### src/common/mpu_pkg.sv
// Matrix processing unit shared definitions
// Matrix limits, element and index types, sequencer state encodings

`default_nettype none

package mpu_pkg;

    // ----------------------------------------
    // Matrix limits
    // ----------------------------------------
    localparam int M           = 4;     // Largest row count
    localparam int N           = 4;     // Largest column count
    localparam int MATRIX_REGS = 8;     // Number of matrix registers

    // ----------------------------------------
    // Data and index types
    // ----------------------------------------
    typedef logic [31:0] fp_elem_t;     // One floating point element, opaque
    typedef logic [2:0]  dim_t;         // Dimension 0..4, zero marks empty
    typedef logic [1:0]  idx_t;         // Row or column index
    typedef logic [2:0]  reg_addr_t;    // Matrix register address

    // ----------------------------------------
    // Sequencer states
    // ----------------------------------------
    typedef enum logic {
        LOAD_IDLE,
        LOAD_MATRIX
    } load_state_e;

    typedef enum logic {
        STORE_IDLE,
        STORE_READ
    } store_state_e;

endpackage : mpu_pkg

`default_nettype wire

### src/mpu_load/mpu_load.sv
// Matrix load sequencer
// Takes one element per cycle from the external source and writes it
// into a matrix register in row-major order, acknowledging each element

`timescale 1ns/1ps
`default_nettype none

module mpu_load (
    input  logic                clk,
    input  logic                rst,
    input  logic                load_en,
    input  mpu_pkg::reg_addr_t  load_addr,
    input  mpu_pkg::dim_t       load_m,
    input  mpu_pkg::dim_t       load_n,
    input  mpu_pkg::fp_elem_t   load_element,
    output logic                load_ack,
    output logic                load_error,
    output logic                wr_en,
    output mpu_pkg::reg_addr_t  wr_addr,
    output mpu_pkg::idx_t       wr_i,
    output mpu_pkg::idx_t       wr_j,
    output mpu_pkg::dim_t       wr_m,
    output mpu_pkg::dim_t       wr_n,
    output mpu_pkg::fp_elem_t   wr_element
);

    import mpu_pkg::*;

    load_state_e state_q, state_d;
    idx_t        row_q;                 // Current row pointer
    idx_t        col_q;                 // Current column pointer
    logic        row_end;
    logic        col_end;
    logic        last_elem;

    // ----------------------------------------
    // Dimension check and pass-through
    // ----------------------------------------
    assign load_error = (load_m == '0) || (load_m > dim_t'(M)) ||
                        (load_n == '0) || (load_n > dim_t'(N));

    assign wr_addr    = load_addr;
    assign wr_element = load_element;
    assign wr_m       = load_m;
    assign wr_n       = load_n;
    assign wr_i       = row_q;
    assign wr_j       = col_q;

    // One element written and acknowledged per cycle in LOAD_MATRIX
    assign wr_en    = (state_q == LOAD_MATRIX);
    assign load_ack = (state_q == LOAD_MATRIX);

    // End of transfer at (m-1, n-1)
    assign row_end   = ({1'b0, row_q} == load_m - 3'd1);
    assign col_end   = ({1'b0, col_q} == load_n - 3'd1);
    assign last_elem = row_end && col_end;

    // ----------------------------------------
    // State machine
    // ----------------------------------------
    always_comb begin
        state_d = state_q;
        case (state_q)
            LOAD_IDLE: begin
                if (load_en && !load_error) begin
                    state_d = LOAD_MATRIX;
                end
            end
            LOAD_MATRIX: begin
                if (last_elem) begin
                    state_d = LOAD_IDLE;    // Restart possible if enable still high
                end
            end
            default: state_d = LOAD_IDLE;
        endcase
    end

    always_ff @(posedge clk) begin
        if (rst) begin
            state_q <= LOAD_IDLE;
        end else begin
            state_q <= state_d;
        end
    end

    // Row-major pointer walk, back to the origin after the last element
    always_ff @(posedge clk) begin
        if (rst) begin
            row_q <= '0;
            col_q <= '0;
        end else if (state_q == LOAD_MATRIX) begin
            if (last_elem) begin
                row_q <= '0;
                col_q <= '0;
            end else if (col_end) begin
                row_q <= row_q + 2'd1;  // Next row
                col_q <= '0;
            end else begin
                col_q <= col_q + 2'd1;
            end
        end
    end

    // Writes stay inside the dimensions held by the source
    a_wr_in_bounds : assert property (@(posedge clk) disable iff (rst)
        wr_en |-> ({1'b0, wr_i} < wr_m) && ({1'b0, wr_j} < wr_n));

endmodule : mpu_load

`default_nettype wire

### config.mk
export PLATFORM = sky130hd
export DESIGN_NAME = mpu_load
export DESIGN_NICKNAME = d
export VERILOG_FILES = /design/src/common/mpu_pkg.sv /design/src/mpu_load/mpu_load.sv
export SDC_FILE = /design/constraint.sdc
export NUM_CORES = 1
export LEC_CHECK = 0
export ABC_CLOCK_PERIOD_IN_PS = 1600
export BUFFER_PORTS_ARGS = -buffer_cell sky130_fd_sc_hd__buf_2
export CORE_MARGIN = 5
export CORE_UTILIZATION = 30
export CTS_CLUSTER_DIAMETER = 80
export DETAILED_ROUTE_END_ITERATION = 6
export PLACE_DENSITY_LB_ADDON = 0.25
export SLEW_MARGIN = 20
export SYNTH_ARGS = -nofsm -noshare
export SYNTH_HDL_FRONTEND = slang
export SYNTH_SLANG_ARGS = --single-unit
### constraint.sdc
create_clock -name clk -period 1.6 [get_ports clk]
set_input_delay 0.08 -clock clk [delete_from_list [all_inputs] [get_ports clk]]
set_output_delay 0.08 -clock clk [all_outputs]
set_load 0.1 [all_outputs]
==> summary.md <==
| Metric | Value |
|---|---|
| Status | completed |
| Clock Sinks | 5 |
| Worst Setup Start Kind | input pin |
| Final Hold Vio Count | 0 |
| # diodes | 0 |
| Final WL | ~1100 um |
| Layout cells sized above 1 | 0.462 |
| Crit path DAT | 1.18 ns |
| Vias/cell | around 4.3 |
| Clock transition at path regs | 0.04 ns |
| Die height | 56.6 um |
| Fillers | 240 |
| Largest net degree at the start of global routing | 8 |
| Global-route wire length before repair | 1470 um |
| CP Class | input pin to output pin |
| Required @ worst endpoint | 1.52 ns |
| Via count | slightly below 400 |
| Die Width | 56.6 um |
| # resized after CTS | 0 |
| Setup TNS | 0 ns |
| Slew Viols, Final | 0 |
| Layout area overhead | -22.1% |
| Hold buffer count at CTS | 0 |
| DRT iter0 DRCs | 6 |
| Cell area after synthesis | 652 sq um |
| Maxcap violations | 0 |
| Relative slew slack | 0.675 |
| Latest clock arrival within the worst-skew pair | 0.25 ns |
| WL/cell | 11.6 um |
| Hold Crit Class | input pin to register |
| Total global routing overflow | 0 |
| Total power | 494 uW |
| RSZ-0062 raised after global routing | no |
| Max IR drop VDD | 263 uV |
| Yosys cell types | 16 |
| Post-route DRC | 0 |
| Top cells by area, synth | buf_4 48%, dfxtp_1 15%, ha_1 7.7% |
| CTS H-tree depth | 1 |
| IO Pins | just over 90 |
| GP Congestion | 0.684 |
| GRT Total Usage | 0.0620 |
| Final setup fails | 0 |
| Static Leak | 0.257 nW |
| Avg Cell Area, Syn | 7.95 sq um |
| Fmax | 791 MHz |
| Crit. End Element | output pin |
| Syn Nets | 130 |
| CTS tree | built |
| Number of global-route vias before repair | 325 |
| CORE AREA | roughly 2000 sq um |
| Cts bufs inserted | 3 |
| Most area-hungry cell type in the Yosys netlist | buf_4 |
| Root Driver | clkbuf_4 |
| Final period util | 0.790 |
| Initial core utilization | 0.322 |
| Seq cells post-synth | 5 |
| Pre-Repair DR Iteration Count | 4 |
| Post-layout net count | 114 |
| Setup bufs post-CTS | 0 |
| Crit Path Max Fanout | 3 |
| Initial antenna violation count | 0 |
| Port Buffers | 21 |
| Tmin final | 1.26 ns |
| FP Rows | 16 |
| Pwr Density | around 970 nW/um^2 |
| Die area | 3210 sq um |
| Skew final | around 0.0038 ns |
| DRT antenna net count | 0 |
| Syn. warnings | 0 |
| Synthesized instance count | 82 |
| Worst-Margin Slew | between 0.4 and 0.5 ns |
| Share of the synthesized area in the top cell type | 0.484 |
| Sequential area share after synthesis | 0.154 |
| HPWL Detailed | just under 900 um |
| CTS max path bufs | 2 |
## worst max-delay path: stages
cell	delay, ns
buf_2	0.10
inv_1	0.04
ha_1	0.20
ha_1	0.18
nor3_1	0.23
inv_1	0.05
buf_2	0.29
## metrics by stage
stage	hold slack [ns]	cell area [sq um]	setup slack [ns]	instances	util
global placement	0.161	482	0.258	88	0.238
CTS	0.0524	508	0.322	92	0.251
global route	0.0556	508	0.269	92	0.251
finish	0.0581	508	0.336	92	0.251
detailed placement	0.161	482	0.218	88	0.238
floorplan	0.142	658	0.0969	82	-
## flip-flops by register name (all words and copies together), names as in the netlist
| register | count |
|---|---|
| load_ack | 1 |
| wr_i | 2 |
| wr_j | 2 |
## cell type report
cell class	count	area, sq um	area share
tap	27	33.8	0.0665
inverter	7	26.3	0.0517
timing repair buffer	21	105	0.207
sequential	5	106	0.209
clock buffer	4	26.3	0.0517
multi-input combinational	28	210	0.414
## synthesized netlist by cell type
cell type,instances
nand4b_1,1
ha_1,4
nand3b_1,2
inv_1,7
xnor2_1,3
dfxtp_1,5
buf_4,42
nor2_1,1
or3_1,1
nand4_1,1
a21oi_1,2
nor3_1,4
and4_4,1
xor2_1,4
a31oi_1,1
nand2_1,3
## path summary, 6_finish.rpt
| path | start | to | slack, ns | depth (start not counted) |
|---|---|---|---|---|
| setup / recovery | load_n[0] | load_error | 0.34 | 7 |
| hold reg to reg | wr_i[0]$_SDFFE_PP0P_ | wr_i[0]$_SDFFE_PP0P_ | 0.49 | 2 |
| hold / removal | rst | wr_i[1]$_SDFFE_PP0P_ | 0.06 | 2 |
| setup reg to reg | wr_i[1]$_SDFFE_PP0P_ | wr_i[1]$_SDFFE_PP0P_ | 0.39 | 4 |
## cells by family (layout without fill, tap and decap cells)
logic type | count (synthesis) | after routing | synth area share
XOR/XNOR | 7 | 7 | 0.0941
buffers and inverters | 49 | 32 | 0.524
AND/OR/NAND/NOR | 14 | 14 | 0.127
AO/OA/AOI/OAI | 3 | 3 | 0.0250
flip-flops | 5 | 5 | 0.154
adder cells (fa/ha/maj) | 4 | 4 | 0.0768
## report_power, final
group          leakage, nW  total (mW)  internal (mW)  switching (mW)
logic                0.199       0.202         0.0391           0.163
registers           0.0429       0.140          0.132         0.00822
clock network       0.0150       0.152         0.0947          0.0572
## per-layer routing
metal	track usage	vias up	share of wire
li1	-	183	-
met1	0.0503	163	0.34
met2	0.0842	37	0.44
met3	0.0413	10	0.18
met4	0.0881	0	0.039
met5	0	-	0
## placed cells by master (no fill, tap or decap), types with 3 or more instances in the layout
master	n
buf_2	21
clkbuf_4	3
dfxtp_2	5
ha_1	4
inv_1	7
nand2_1	3
nor3_1	4
xnor2_1	3
xor2_1	4
(Power assumes the default switching activity.)
