`src/common/mpu_pkg.sv`:
```
// Matrix processing unit shared definitions
// Matrix limits, element and index types, sequencer state encodings

`default_nettype none

package mpu_pkg;

    // ----------------------------------------
    // Matrix limits
    // ----------------------------------------
    localparam int M           = 4;     // Largest row count
    localparam int N           = 4;     // Largest column count
    localparam int MATRIX_REGS = 8;     // Number of matrix registers

    // ----------------------------------------
    // Data and index types
    // ----------------------------------------
    typedef logic [31:0] fp_elem_t;     // One floating point element, opaque
    typedef logic [2:0]  dim_t;         // Dimension 0..4, zero marks empty
    typedef logic [1:0]  idx_t;         // Row or column index
    typedef logic [2:0]  reg_addr_t;    // Matrix register address

    // ----------------------------------------
    // Sequencer states
    // ----------------------------------------
    typedef enum logic {
        LOAD_IDLE,
        LOAD_MATRIX
    } load_state_e;

    typedef enum logic {
        STORE_IDLE,
        STORE_READ
    } store_state_e;

endpackage : mpu_pkg

`default_nettype wire

```
`src/mpu_store/mpu_store.sv`:
```
// Matrix store sequencer
// Reads a matrix register back out row-major, one element per cycle,
// with a valid strobe, a last flag and an error pulse for empty registers

`timescale 1ns/1ps
`default_nettype none

module mpu_store (
    input  logic                clk,
    input  logic                rst,
    input  logic                store_en,
    input  mpu_pkg::reg_addr_t  store_addr,
    input  mpu_pkg::fp_elem_t   rd_element,
    input  mpu_pkg::dim_t       rd_m,
    input  mpu_pkg::dim_t       rd_n,
    output mpu_pkg::reg_addr_t  rd_addr,
    output mpu_pkg::idx_t       rd_i,
    output mpu_pkg::idx_t       rd_j,
    output logic                store_valid,
    output logic                store_last,
    output logic                store_error,
    output mpu_pkg::fp_elem_t   store_element,
    output mpu_pkg::idx_t       store_i,
    output mpu_pkg::idx_t       store_j
);

    import mpu_pkg::*;

    store_state_e state_q;
    reg_addr_t    addr_q;               // Register being read out
    dim_t         m_q;                  // Size captured at start
    dim_t         n_q;
    idx_t         row_q;
    idx_t         col_q;
    logic         start;
    logic         empty;
    logic         row_end;
    logic         col_end;
    logic         last_elem;

    // In idle, look up the requested register directly to test for empty
    assign rd_addr = (state_q == STORE_IDLE) ? store_addr : addr_q;
    assign rd_i    = row_q;
    assign rd_j    = col_q;

    assign start = (state_q == STORE_IDLE) && store_en;
    assign empty = (rd_m == '0);

    assign row_end   = ({1'b0, row_q} == m_q - 3'd1);
    assign col_end   = ({1'b0, col_q} == n_q - 3'd1);
    assign last_elem = row_end && col_end;

    // ----------------------------------------
    // Output stream
    // ----------------------------------------
    assign store_valid   = (state_q == STORE_READ);
    assign store_last    = (state_q == STORE_READ) && last_elem;
    assign store_element = rd_element;
    assign store_i       = row_q;
    assign store_j       = col_q;

    always_ff @(posedge clk) begin
        if (rst) begin
            state_q     <= STORE_IDLE;
            store_error <= 1'b0;
            row_q       <= '0;
            col_q       <= '0;
        end else begin
            store_error <= start && empty;  // One-cycle pulse with no data sent
            case (state_q)
                STORE_IDLE: begin
                    if (start && !empty) begin
                        state_q <= STORE_READ;
                    end
                end
                STORE_READ: begin
                    if (last_elem) begin
                        state_q <= STORE_IDLE;
                        row_q   <= '0;
                        col_q   <= '0;
                    end else if (col_end) begin
                        row_q <= row_q + 2'd1;
                        col_q <= '0;
                    end else begin
                        col_q <= col_q + 2'd1;
                    end
                end
                default: state_q <= STORE_IDLE;
            endcase
        end
    end

    // Address and size latched when a read-out starts
    always_ff @(posedge clk) begin
        if (start) begin
            addr_q <= store_addr;
            m_q    <= rd_m;
            n_q    <= rd_n;
        end
    end

    // Last element sits at the size still held by the register
    a_last_at_stored_size : assert property (@(posedge clk) disable iff (rst)
        store_last |-> store_valid && ({1'b0, store_i} == rd_m - 3'd1) &&
                       ({1'b0, store_j} == rd_n - 3'd1));

endmodule : mpu_store

`default_nettype wire

```
`config.mk`:
```
export PLATFORM = sky130hd
export DESIGN_NAME = mpu_store
export DESIGN_NICKNAME = d
export VERILOG_FILES = /design/src/common/mpu_pkg.sv /design/src/mpu_store/mpu_store.sv
export SDC_FILE = /design/constraint.sdc
export NUM_CORES = 1
export LEC_CHECK = 0
export BUFFER_PORTS_ARGS = -buffer_cell sky130_fd_sc_hd__buf_2
export CAP_MARGIN = 10
export CORE_UTILIZATION = 37
export CTS_BUF_LIST = sky130_fd_sc_hd__clkbuf_8
export CTS_CLUSTER_SIZE = 30
export DETAILED_ROUTE_END_ITERATION = 12
export PLACE_DENSITY = 0.79
export SETUP_SLACK_MARGIN = 0.5
export SYNTH_ARGS = -nofsm -noshare
export SYNTH_HDL_FRONTEND = slang
export SYNTH_SLANG_ARGS = --single-unit
```
`constraint.sdc`:
```
create_clock -name clk -period 2 [get_ports clk]
set_input_delay 0.3 -clock clk [delete_from_list [all_inputs] [get_ports clk]]
set_output_delay 0.3 -clock clk [all_outputs]
set_load 0.03 [all_outputs]
```
==> run summary, run 1 <==
The flow ran to the end, and the final reports show no timing, DRC or antenna violations. Counting flops and latches in the post-synthesis netlist gives 15. The total net switching power was 207 µW. Of all cell types, the one taking the most synthesized area is buf_4. TritonCTS built the clock tree.

For the worst relative slew slack, the log shows 80.8%. The die area came out at 0.00272 mm². Measured along the x axis, the die boundary spans 52.1 µm. The count of nets left with antenna violations once routing finished came out at 0. Compared with the post-synthesis result, the final layout area differs by 9.02%.

The number of warnings reported in the yosys synthesis log came out at 0. The run gives 12.0% as the aggregate global-route resource usage. For this block, the initial DRC count from the detailed router was 11.

In this run, synthesis inferred 9 flip-flops with an integrated enable. Once layout is complete, the utilization of the core stands at 44.1%. The final weighted congestion in routability-driven placement was 0.682. For the depth of the CTS H-tree, the log shows 1.

By area the synthesized netlist is led by buf_4, edfxtp_1, dfxtp_1. The arrival time reported for the critical path endpoint was 1.59 ns; the net switching fraction of the power was 27.1%. Via count of the first global-routing pass: 586. The run gives 1.70 ns as the critical path required time. The slowest cell on the critical path was edfxtp_1. The final layout contains routed wiring with a total length of 1550 µm. A synthesized cell averages 10.3 µm².

The signal on the critical path passes through inv_2 -> ha_4 -> xor2_4 -> nand3_2 -> nor3_4 -> buf_6. The placed wire-length estimate is 1160 µm, and the setup skew after layout is 0.000687 ns. The core region is 0.00230 mm². After technology mapping, the gate count stands at 90. Setup violations remaining at the end of the flow were counted as 0. Sequential elements use 42.0% of the synthesized area. The post-route netlist has 59.1% of its cells at a drive strength greater than 1. In the synthesized netlist, the cells that appear most often are buf_4, edfxtp_1, dfxtp_1. For the pin with the worst max-slew slack, the measured transition is 0.287 ns.

After detailed routing, the number of remaining DRC violations is 0. In this design, the largest share of critical-path delay is due to flip-flops. The total congestion overflow was 0. The share of power burned in the clock network was 30.8%; the number of logic stages on the critical path including buffering was 6. Entering global routing, the biggest net connects 11 pins. In the final timing run, aggregate negative setup slack is 0 ns.

The global-route wire length before repair came out at 2390 µm. The worst setup path is of the reg -> out kind. In the routed layout, each cell is associated on average with a via count of 4.96. In this run, the combinational gates consume 21.5% of the power. Setup repair after global routing could not meet its margin everywhere. Among all flip-flop cells after synthesis, the most frequent one is edfxtp_1. Clock-pin slew was measured on the worst setup and hold paths at 0.06 ns. After synthesis, the share of flip-flops with an asynchronous set or reset is 0%. 0 antenna diodes ended up in the layout. The first detailed-routing pass ran for 4 iterations.

By instance count, the leading cell after synthesis is buf_4. For the total clock buffers created by CTS, the log shows 3. Across the run, the number of max-cap violations was 0. Dividing total power by cell area gives a power density of 753 mW/mm².

The die is 52.1 µm tall. The number of cell rows was 17; the number of different library cells in the post-synthesis netlist was 24. Of the post-synthesis cell area, the dominant cell type holds 29.1%. The initial antenna violation count is 0, and the instance count along the most critical hold path is 1. The count of buffer and inverter cells on the critical path is 2.

The largest fanout on the critical path was 2. The tree is rooted in a clkbuf_8. Maximum number of buffers from clock root to sink: 2. Cell internal power was estimated by the tool at 556 µW. The tree built by TritonCTS fans out to 15 sinks. Counting every net in the synthesized netlist gives 136.

The logic depth of the worst register-to-register path works out to 7. The final critical path takes up 94.7% of the cycle. The tightest min-delay check is of the in -> reg type.

The run gives 90 as the number of top-level pins. The run gives 0 as the max-slew violation total from the final report. The routed layout has 575 vias. During placement, the flow inserted port buffers numbering 25.

The timing-limited maximum frequency was 528 MHz; the average wire length per cell after detail routing was 13.4 µm. The worst setup path is launched from a flop. The standby leakage power is 0.000439 µW.

The number of hold-slack violations in the final timing report came out at 0. After the last flow step, the layout net total stands at 135. Sequential cells burn 47.8% of the power. VDD sags by at most 0.000521 V. STA classifies the critical path endpoint as a primary output. For this configuration, the core starts out at a cell density of 40.5%. The time the final worst path needs with I/O delays and setup works out to 1.89 ns. For this run, the slowest stage of the critical path takes 0.38 ns. The worst-skew pair later-pin latency was 0.24 ns. The cell area that synthesis handed to floorplanning was 930 µm².
==> cells in the final DEF, fill, tap and decap left out, types with 2 or more instances in the layout <==
cell      netlist  routed
buf_2           1      24
edfxtp_1        9       9
buf_4          36       5
a21oi_1         4       4
dfxtp_1         6       4
inv_2           0       3
mux2_2          3       3
inv_1           5       3
clkbuf_8        0       3
xor2_2          0       2
nand3_2         0       2
ha_4            0       2
buf_6           0       2
==> power by group through the flow <==
stage	Sequential, µW	Combinational [µW]	Clock (µW)
floorplan	375	208	0
global placement	368	124	0
detailed placement	369	128	0
CTS	364	155	243
global route	368	176	251
finish	365	164	235
==> worst reg2reg max path: stages, from the launching register on <==
cell and delay (ns):
edfxtp_1 0.38, inv_2 0.06, ha_4 0.29, xor2_4 0.18, buf_6 0.12, nand4_1 0.16, nand4bb_1 0.24, a21oi_1 0.13
==> worst paths after layout <==
kind / startpoint / endpoint / slack (ns)
max: n_q[0] / store_last / 0.11
min: rd_n[2] / n_q[2] / 0.23
max reg2reg: n_q[0] / rd_i[1] / 0.38
min reg2reg: rd_j[0] / rd_j[0] / 0.53
==> kinds of logic (layout without fill, tap and decap cells) <==
kind of cell               Yosys count  in the layout  share of synthesized area, %
buffers and inverters               42             40                          31.6
DFF                                 15             15                          42.0
and+or+nand+nor                     13             13                          8.75
AOI/OAI and AO/OA                    8              8                          4.58
xor gates and xnor gates             6              6                          5.65
muxes                                4              4                          4.71
adders and majority gates            2              2                          2.69
==> state kept, by name, summed over array words and instances, names as in the netlist <==
signal and count:
addr_q 3, m_q 3, n_q 3, rd_i 2, rd_j 2, store_error 1
store_valid 1
==> layer usage <==
metal	vias to the layer above	GRT usage (%)	wire length, µm
met3	12	2.63	135
met4	0	9.01	43
met5	-	0	0
met1	263	12.0	598
met2	37	21.4	774
li1	263	-	-
==> layout make-up <==
class,instances,area (µm²)
clock buffer,3,41.3
inverter,5,18.8
fill,230,1280
timing repair buffer,31,180
sequential,15,395
multi-input combinational,33,339
clock inverter,1,3.75
tap,28,35.0
==> per-stage QoR <==
step / hold slack, ns / cell area, µm² / worst slack [ns] / instances / total power [µW]
2_1_floorplan: 0.362 / 967 / 0.362 / 90 / 582
3_3_place_gp: 0.478 / 860 / 0.287 / 107 / 492
3_5_place_dp: 0.480 / 860 / 0.198 / 107 / 497
4_1_cts: 0.226 / 990 / 0.113 / 116 / 762
5_1_grt: 0.221 / 1010 / 0.00109 / 116 / 794
6_report: 0.232 / 1010 / 0.107 / 116 / 763
==> repair_timing <==
action                     in CTS  in global routing
pin swaps                       4                  2
setup endpoints to repair       5                  8
buffers inserted                5                  0
hold buffers                    0                  0
resized for setup              10                  5
No activity file was read; power rests on OpenSTA's default activity.
==> run 2, diff against run 1 <==
Settings changed: ABC_AREA set to 0, HOLD_SLACK_MARGIN set to 0.05, PLACE_DENSITY 0.79 to 0.91.
==> run 2 against run 1 <==
  * Sequential power barely moved
  * Register-to-register slack got worse by 0.04 ns
  * Clock skew rose by 0.0028 ns
  * First-iteration DRC count rose by 18%
  * Maximum frequency fell by 0.68%
  * Setup slack got worse by 0.013 ns
  * Hold slack got worse by 0.0050 ns
  * Clock power rose by 4%
  * Via count rose by 5.2%
  * Cell area rose by 2.0%
  * Clock-buffer cell count did not move
  * Combinational power barely moved
  * Largest power group unchanged
  * Highest routed layer unchanged
==> run summary, run 2 (synthesis gave the netlist of run 1 again) <==
In the finished design, the share of the clock period the worst path needs comes to 95.3%. The top cell types in the final layout, fill and taps aside, are buf_2, edfxtp_1, buf_4, a21oi_1, dfxtp_1. Adding up every negative setup slack in the final design gives 0 ns.

The actual slew at the worst max-slew pin is 0.337 ns. The endpoint type of the worst setup path was a primary output. The signal on the critical path passes through inv_2 -> ha_4 -> xor2_4 -> nand3_2 -> nor3_4 -> buf_6.

TritonCTS built the clock tree. The setup violation total in the final timing report was 0. The logs give 0 for the DRC violation count after routing and 525 MHz for the timing-limited maximum frequency.

The tools report the area of the core as 0.00230 mm². For the standby leakage power, the log shows 0.000452 µW. The initial utilization of the core area, before any placement, comes to 40.5%. The kind of path behind the tightest hold check was in -> reg.

The worst stage delay on the critical path was 0.37 ns; the worst relative slew slack was 77.5%. On the final layout, the worst hold slack is 0.227 ns. The largest fanout on the critical path came out at 2. STA classifies the critical path startpoint as a flop. For this design, the sink count on the clock tree is 15. In this run the most critical hold path is launched from rd_n[1]. For the first-iteration detailed-routing DRC count, the log shows 13. The net count reported at finish was 138; the vertical die dimension was 52.1 µm.

The congestion estimate from routability-driven global placement came to 0.668. Compared with the post-synthesis result, the final layout area differs by 11.2%. The run gives 0.00349 ns as the setup skew after layout. The count of hold buffers inserted by post-cts repair was 0; the count of buffer and inverter cells on the critical path was 2.

The count of inserted antenna diode cells is 0, and the largest net degree at the start of global routing is 11. The maximum number of buffers from clock root to sink is 2. The total congestion overflow was 0; the time the final worst path needs with I/O delays and setup was 1.91 ns. Leaving out fill and tap cells, the most frequent cell in the layout is buf_2. The logic depth of the worst register-to-register path is 8, and the critical path required time is 1.70 ns.

The total power per unit cell area is 748 mW/mm². Critical path capture point: store_last. Max-slew violation total from the final report: 0. The floorplan step set the die width to 52.1 µm. The startpoint identified for the worst register-to-register timing path is n_q[0]. The wire length reported by the detailed router is 1860 µm.

The clock tree root buffer cell is clkbuf_8. The aggregate global-route resource usage was 13.9%; the die area was 0.00272 mm². The run gives 582 as the via count of the first global-routing pass. In this run, placement finished with an instance count of 107. The logs give 1.61 ns for the arrival time reported for the critical path endpoint and 0 for the initial antenna violation count. Reg-to-reg critical path endpoint: rd_i[0]. Clock-pin slew was measured on the worst setup and hold paths at 0.06 ns.

Dividing the detail-routed via count by the number of cells gives 5.08. The critical path is of the reg -> out type. Final antenna-violating net count: 0.

The number of max-cap violations came out at 0. The average wire length per cell after detail routing came out at 15.6 µm. The run gives 0.34 ns as the worst setup slack for register-to-register paths. The later pin in the worst-skew pair is clocked with a latency of 0.24 ns. The total clock buffers created by CTS was 3; the number of logic stages on the critical path including buffering was 6. For the largest vdd supply drop, the log shows 0.000455 V.

The run finished with clean final reports. The most critical setup path has its startpoint at n_q[0]. The filler cells instantiated in the layout total 207. The largest registers in the layout are addr_q x3, m_q x3, n_q x3. The count of buffers added on input and output ports is 25. The slowest cell on the critical path is edfxtp_1. The run gives 119 as the post-route non-filler standard cell count.

The first global-routing pass estimated 2700 µm of wire. The share of post-route cells with drive strength above 1 was 60.4%. For the number of hold-slack violations in the final timing report, the log shows 0. The depth of the CTS H-tree was 1. Setup repair after global routing could not meet its margin everywhere.

For this block, the via count after detailed routing is 605. For this design the top-level I/O count stands at 90. The kind of cell adding the most delay to the critical path was flip-flops. For this run, the detailed router's first-pass iteration total came to 4. Once detailed placement completed, the half-perimeter wirelength came to 1350 µm.

The number of cell rows came out at 17.
## run 2: cell count changes in the layout (fill, tap and decap cells not counted), sizes merged
cell,change
buf,+2
clkbuf,+1
clkinv,+1
inv,-1
## run 2: area by class of cell
type	instances	area, µm²	area share, %
Sequential cell	15	395	38.3
Multi-Input combinational cell	33	338	32.7
Timing Repair Buffer	34	200	19.4
Clock buffer	3	41.3	4.00
Tap cell	28	35.0	3.39
Inverter	5	18.8	1.82
Clock inverter	1	5.00	0.484
## run 2: power breakdown
group	internal (µW)	leakage (µW)	switching (µW)
clock	138	0.0000255	108
sequential	347	0.000136	16.0
combinational	70.3	0.000291	94.2
## run 2: worst register-to-register path, delay by kind of cell, from the launching register on
| kind | cells | cell delay, ns |
|---|---|---|
| xor+xnor | 1 | 0.17 |
| fa+ha+maj | 1 | 0.28 |
| buf+inv | 3 | 0.39 |
| flops | 1 | 0.37 |
| mux | 1 | 0.15 |
| simple gates | 2 | 0.20 |
## run 2: through the flow
step	power, µW	setup slack (ns)	util (%)	area (µm²)
floorplan	582	0.362	-	967
global placement	491	0.292	37.4	860
detailed placement	500	0.205	37.4	860
CTS	759	0.111	43.1	990
global route	801	0.0391	45.0	1030
finish	773	0.0939	45.0	1030
## run 2: routing by layer
metal | up-vias | global-route usage, % | wire, µm
li1 | 270 | - | -
met1 | 280 | 14.9 | 626
met2 | 43 | 24.8 | 992
met3 | 12 | 3.80 | 188
met4 | 0 | 6.76 | 53
met5 | - | 0 | 0
## run 2: worst min path at each step
stage                         end  cells past startpoint
final                      n_q[1]                      1
after global routing       n_q[1]                      1
after CTS                  n_q[1]                      1
after detailed placement   n_q[1]                      1
after global placement     n_q[0]                      1
after floorplan           rd_j[0]                      1
## run 2: what timing repair did
action	CTS	global route
buffers inserted	4	4
pin swaps	4	6
endpoints found under the hold margin	0	0
resized for setup	10	3
gates cloned	0	0
setup endpoints to repair	5	7
==> run 3, diff against run 2 <==
Settings changed: PLACE_DENSITY 0.91 to 0.82.
==> run 3 against run 2 <==
  * Sequential cell count stayed put
  * Wire length decreased by 5.2%
  * Final cell count unchanged
  * Largest cell class unchanged
  * Clock power shrank 6%
==> run summary, run 3 (synthesis gave the netlist of run 1 again) <==
The run gives 1300 µm as the placed wire-length estimate. The final design utilization is 45.0%, and the final weighted congestion in routability-driven placement is 0.689. Entering global routing, the biggest net connects 11 pins.

The layer carrying the most global-route usage was met2. The final cycle utilization of the critical path was 95.0%; the post-route standard cell area excluding fillers was 0.00103 mm². In this run the standard cell core region covers 0.00230 mm². The time the final worst path needs with I/O delays and setup came out at 1.90 ns. STA puts the critical path data arrival time at 1.60 ns. In this run the count of I/O pins placed on the die edge is 90. TritonCTS built the clock tree. Setup violations remaining at the end of the flow were counted as 0. The largest fanout on the critical path is 3. For the final antenna-violating net count, the log shows 0.

The tools report the die area as 0.00272 mm². The per-cell via count in the routed design is 5.07. Hold is met by 0.233 ns.

The flow ran to the end, and the final reports show no timing, DRC or antenna violations. The wire length reported by the detailed router is 1770 µm, and the worst relative slew slack is 79.0%. Clock tree synthesis found a total of 15 sinks. The number of cell rows is 17, and the post-route setup TNS is 0 ns.

Setup repair after global routing could not meet its margin everywhere. The run gives 4.09% as the global-route track usage on met3. The number of hold-slack violations in the final timing report came out at 0.

The standby leakage power is 0.000454 µW, and the vertical die dimension is 52.1 µm. In this run the worst hold path is classified as in -> reg. Derived from the worst setup path, the maximum achievable clock frequency is 526 MHz. After detailed placement, the design holds a cell count of 107. For the total clock buffers created by CTS, the log shows 3. The largest registers in the layout are addr_q x3, m_q x3, n_q x3. The root buffer cell chosen for the clock tree is clkbuf_8. The tool flagged a number of max-cap violations equal to 0.

The library cells used most frequently in the layout, excluding fill and tap cells, are buf_2, edfxtp_1, buf_4, inv_1. Startpoint type of the worst setup path: a flop. For this run, the number of standard cells in the final layout without fillers is 119. The number of port buffers was 25.

Max-slew violation total from the final report: 0. The net count reported at finish was 138. The library cell used most frequently in the layout, excluding fill and tap cells, is buf_2. For the worst setup path, the data required time is 1.70 ns.

The filler cells instantiated in the layout total 213. The tools report the initial antenna violation count as 0. Share of post-route cells with drive strength above 1: 57.1%. The aggregate global-route resource usage came out at 13.1%. No sink is reached through more buffers than the 2 on the longest clock path. The logs give 0 for the DRC violation count after routing and 0.000480 V for the largest vdd supply drop.

In this run the power density over the cells is 739 mW/mm². Measured along the x axis, the die boundary spans 52.1 µm. The average wire length per cell after detail routing was 14.8 µm; the first-pass detailed-route iteration total was 4. Summing all multi-input logic gate instances after layout gives 340 µm².

In this run, post-CTS hold repair placed 0 buffers. The routed via count was 603; the first-iteration detailed-routing DRC count was 2. The initial utilization of the core area, before any placement, comes to 40.5%.

The via count of the first global-routing pass was 614; the actual slew at the worst max-slew pin was 0.314 ns. After detailed placement, the total cell area comes to 860 µm². The critical path in this run is classified as reg -> out. The worst setup path is captured at a primary output. Setup skew after layout: 0.00346 ns. Compared with the post-synthesis result, the final layout area differs by 11.2%. Clock latency on the worst-skew pair, taken at its later pin, is 0.24 ns.

The number of antenna diodes in the final layout is 0. Depth of the CTS H-tree: 1. The global-route wire length before repair came out at 2580 µm. Global routing finished with a remaining overflow of 0. The CTS clock-pin slew for the worst setup and hold paths was 0.05 ns. For met2 alone, demand over resource in global routing was 25.0%. Worst setup slack for register-to-register paths: 0.40 ns. Registers take 395 µm².

The met1 capacity usage during global routing was 11.1%.
==> run 3: worst paths after layout <==
check          start    endpoint  depth (start not counted)
min          rd_n[2]      n_q[2]                          1
max reg2reg   n_q[0]     rd_i[1]                          7
min reg2reg  rd_j[0]     rd_j[0]                          2
max           n_q[0]  store_last                          6
==> run 3: cell type report <==
cell class	count	area share, %
sequential	15	38.3
multi-input combinational	33	32.9
inverter	5	1.82
clock inverter	1	0.363
tap	28	3.39
timing repair buffer	34	19.2
clock buffer	3	4.00
==> run 3: metrics by stage <==
stage	total power, µW	worst slack (ns)
finish	764	0.0991
global route	797	0.0122
CTS	742	0.0807
detailed placement	498	0.234
global placement	491	0.287
floorplan	582	0.362
==> run 3: repair_timing <==
action,in CTS,in global routing
endpoints found under the setup margin,5,6
setup buffers,4,4
pin swaps,4,3
resized for setup,6,5
endpoints found under the hold margin,0,0
==> run 3: worst max-delay path, stage by stage (launching register included) <==
cell and delay (ns):
edfxtp_1 0.36, inv_2 0.05, ha_4 0.28, xor2_4 0.19, nand3_4 0.11, nor3_4 0.21
buf_6 0.16
==> run 3: per-layer routing <==
| metal | vias to the layer above | routed length [µm] |
|---|---|---|
| met3 | 17 | 209 |
| met1 | 272 | 526 |
| li1 | 268 | - |
| met5 | - | 0 |
| met2 | 46 | 944 |
| met4 | 0 | 85 |
==> run 3: report_power, final <==
group | leakage, µW | switching, µW | internal, µW
combinational | 0.000291 | 93.3 | 75.7
clock | 0.0000269 | 95.8 | 136
sequential | 0.000136 | 16.2 | 347
total | 0.000454 | 205 | 559
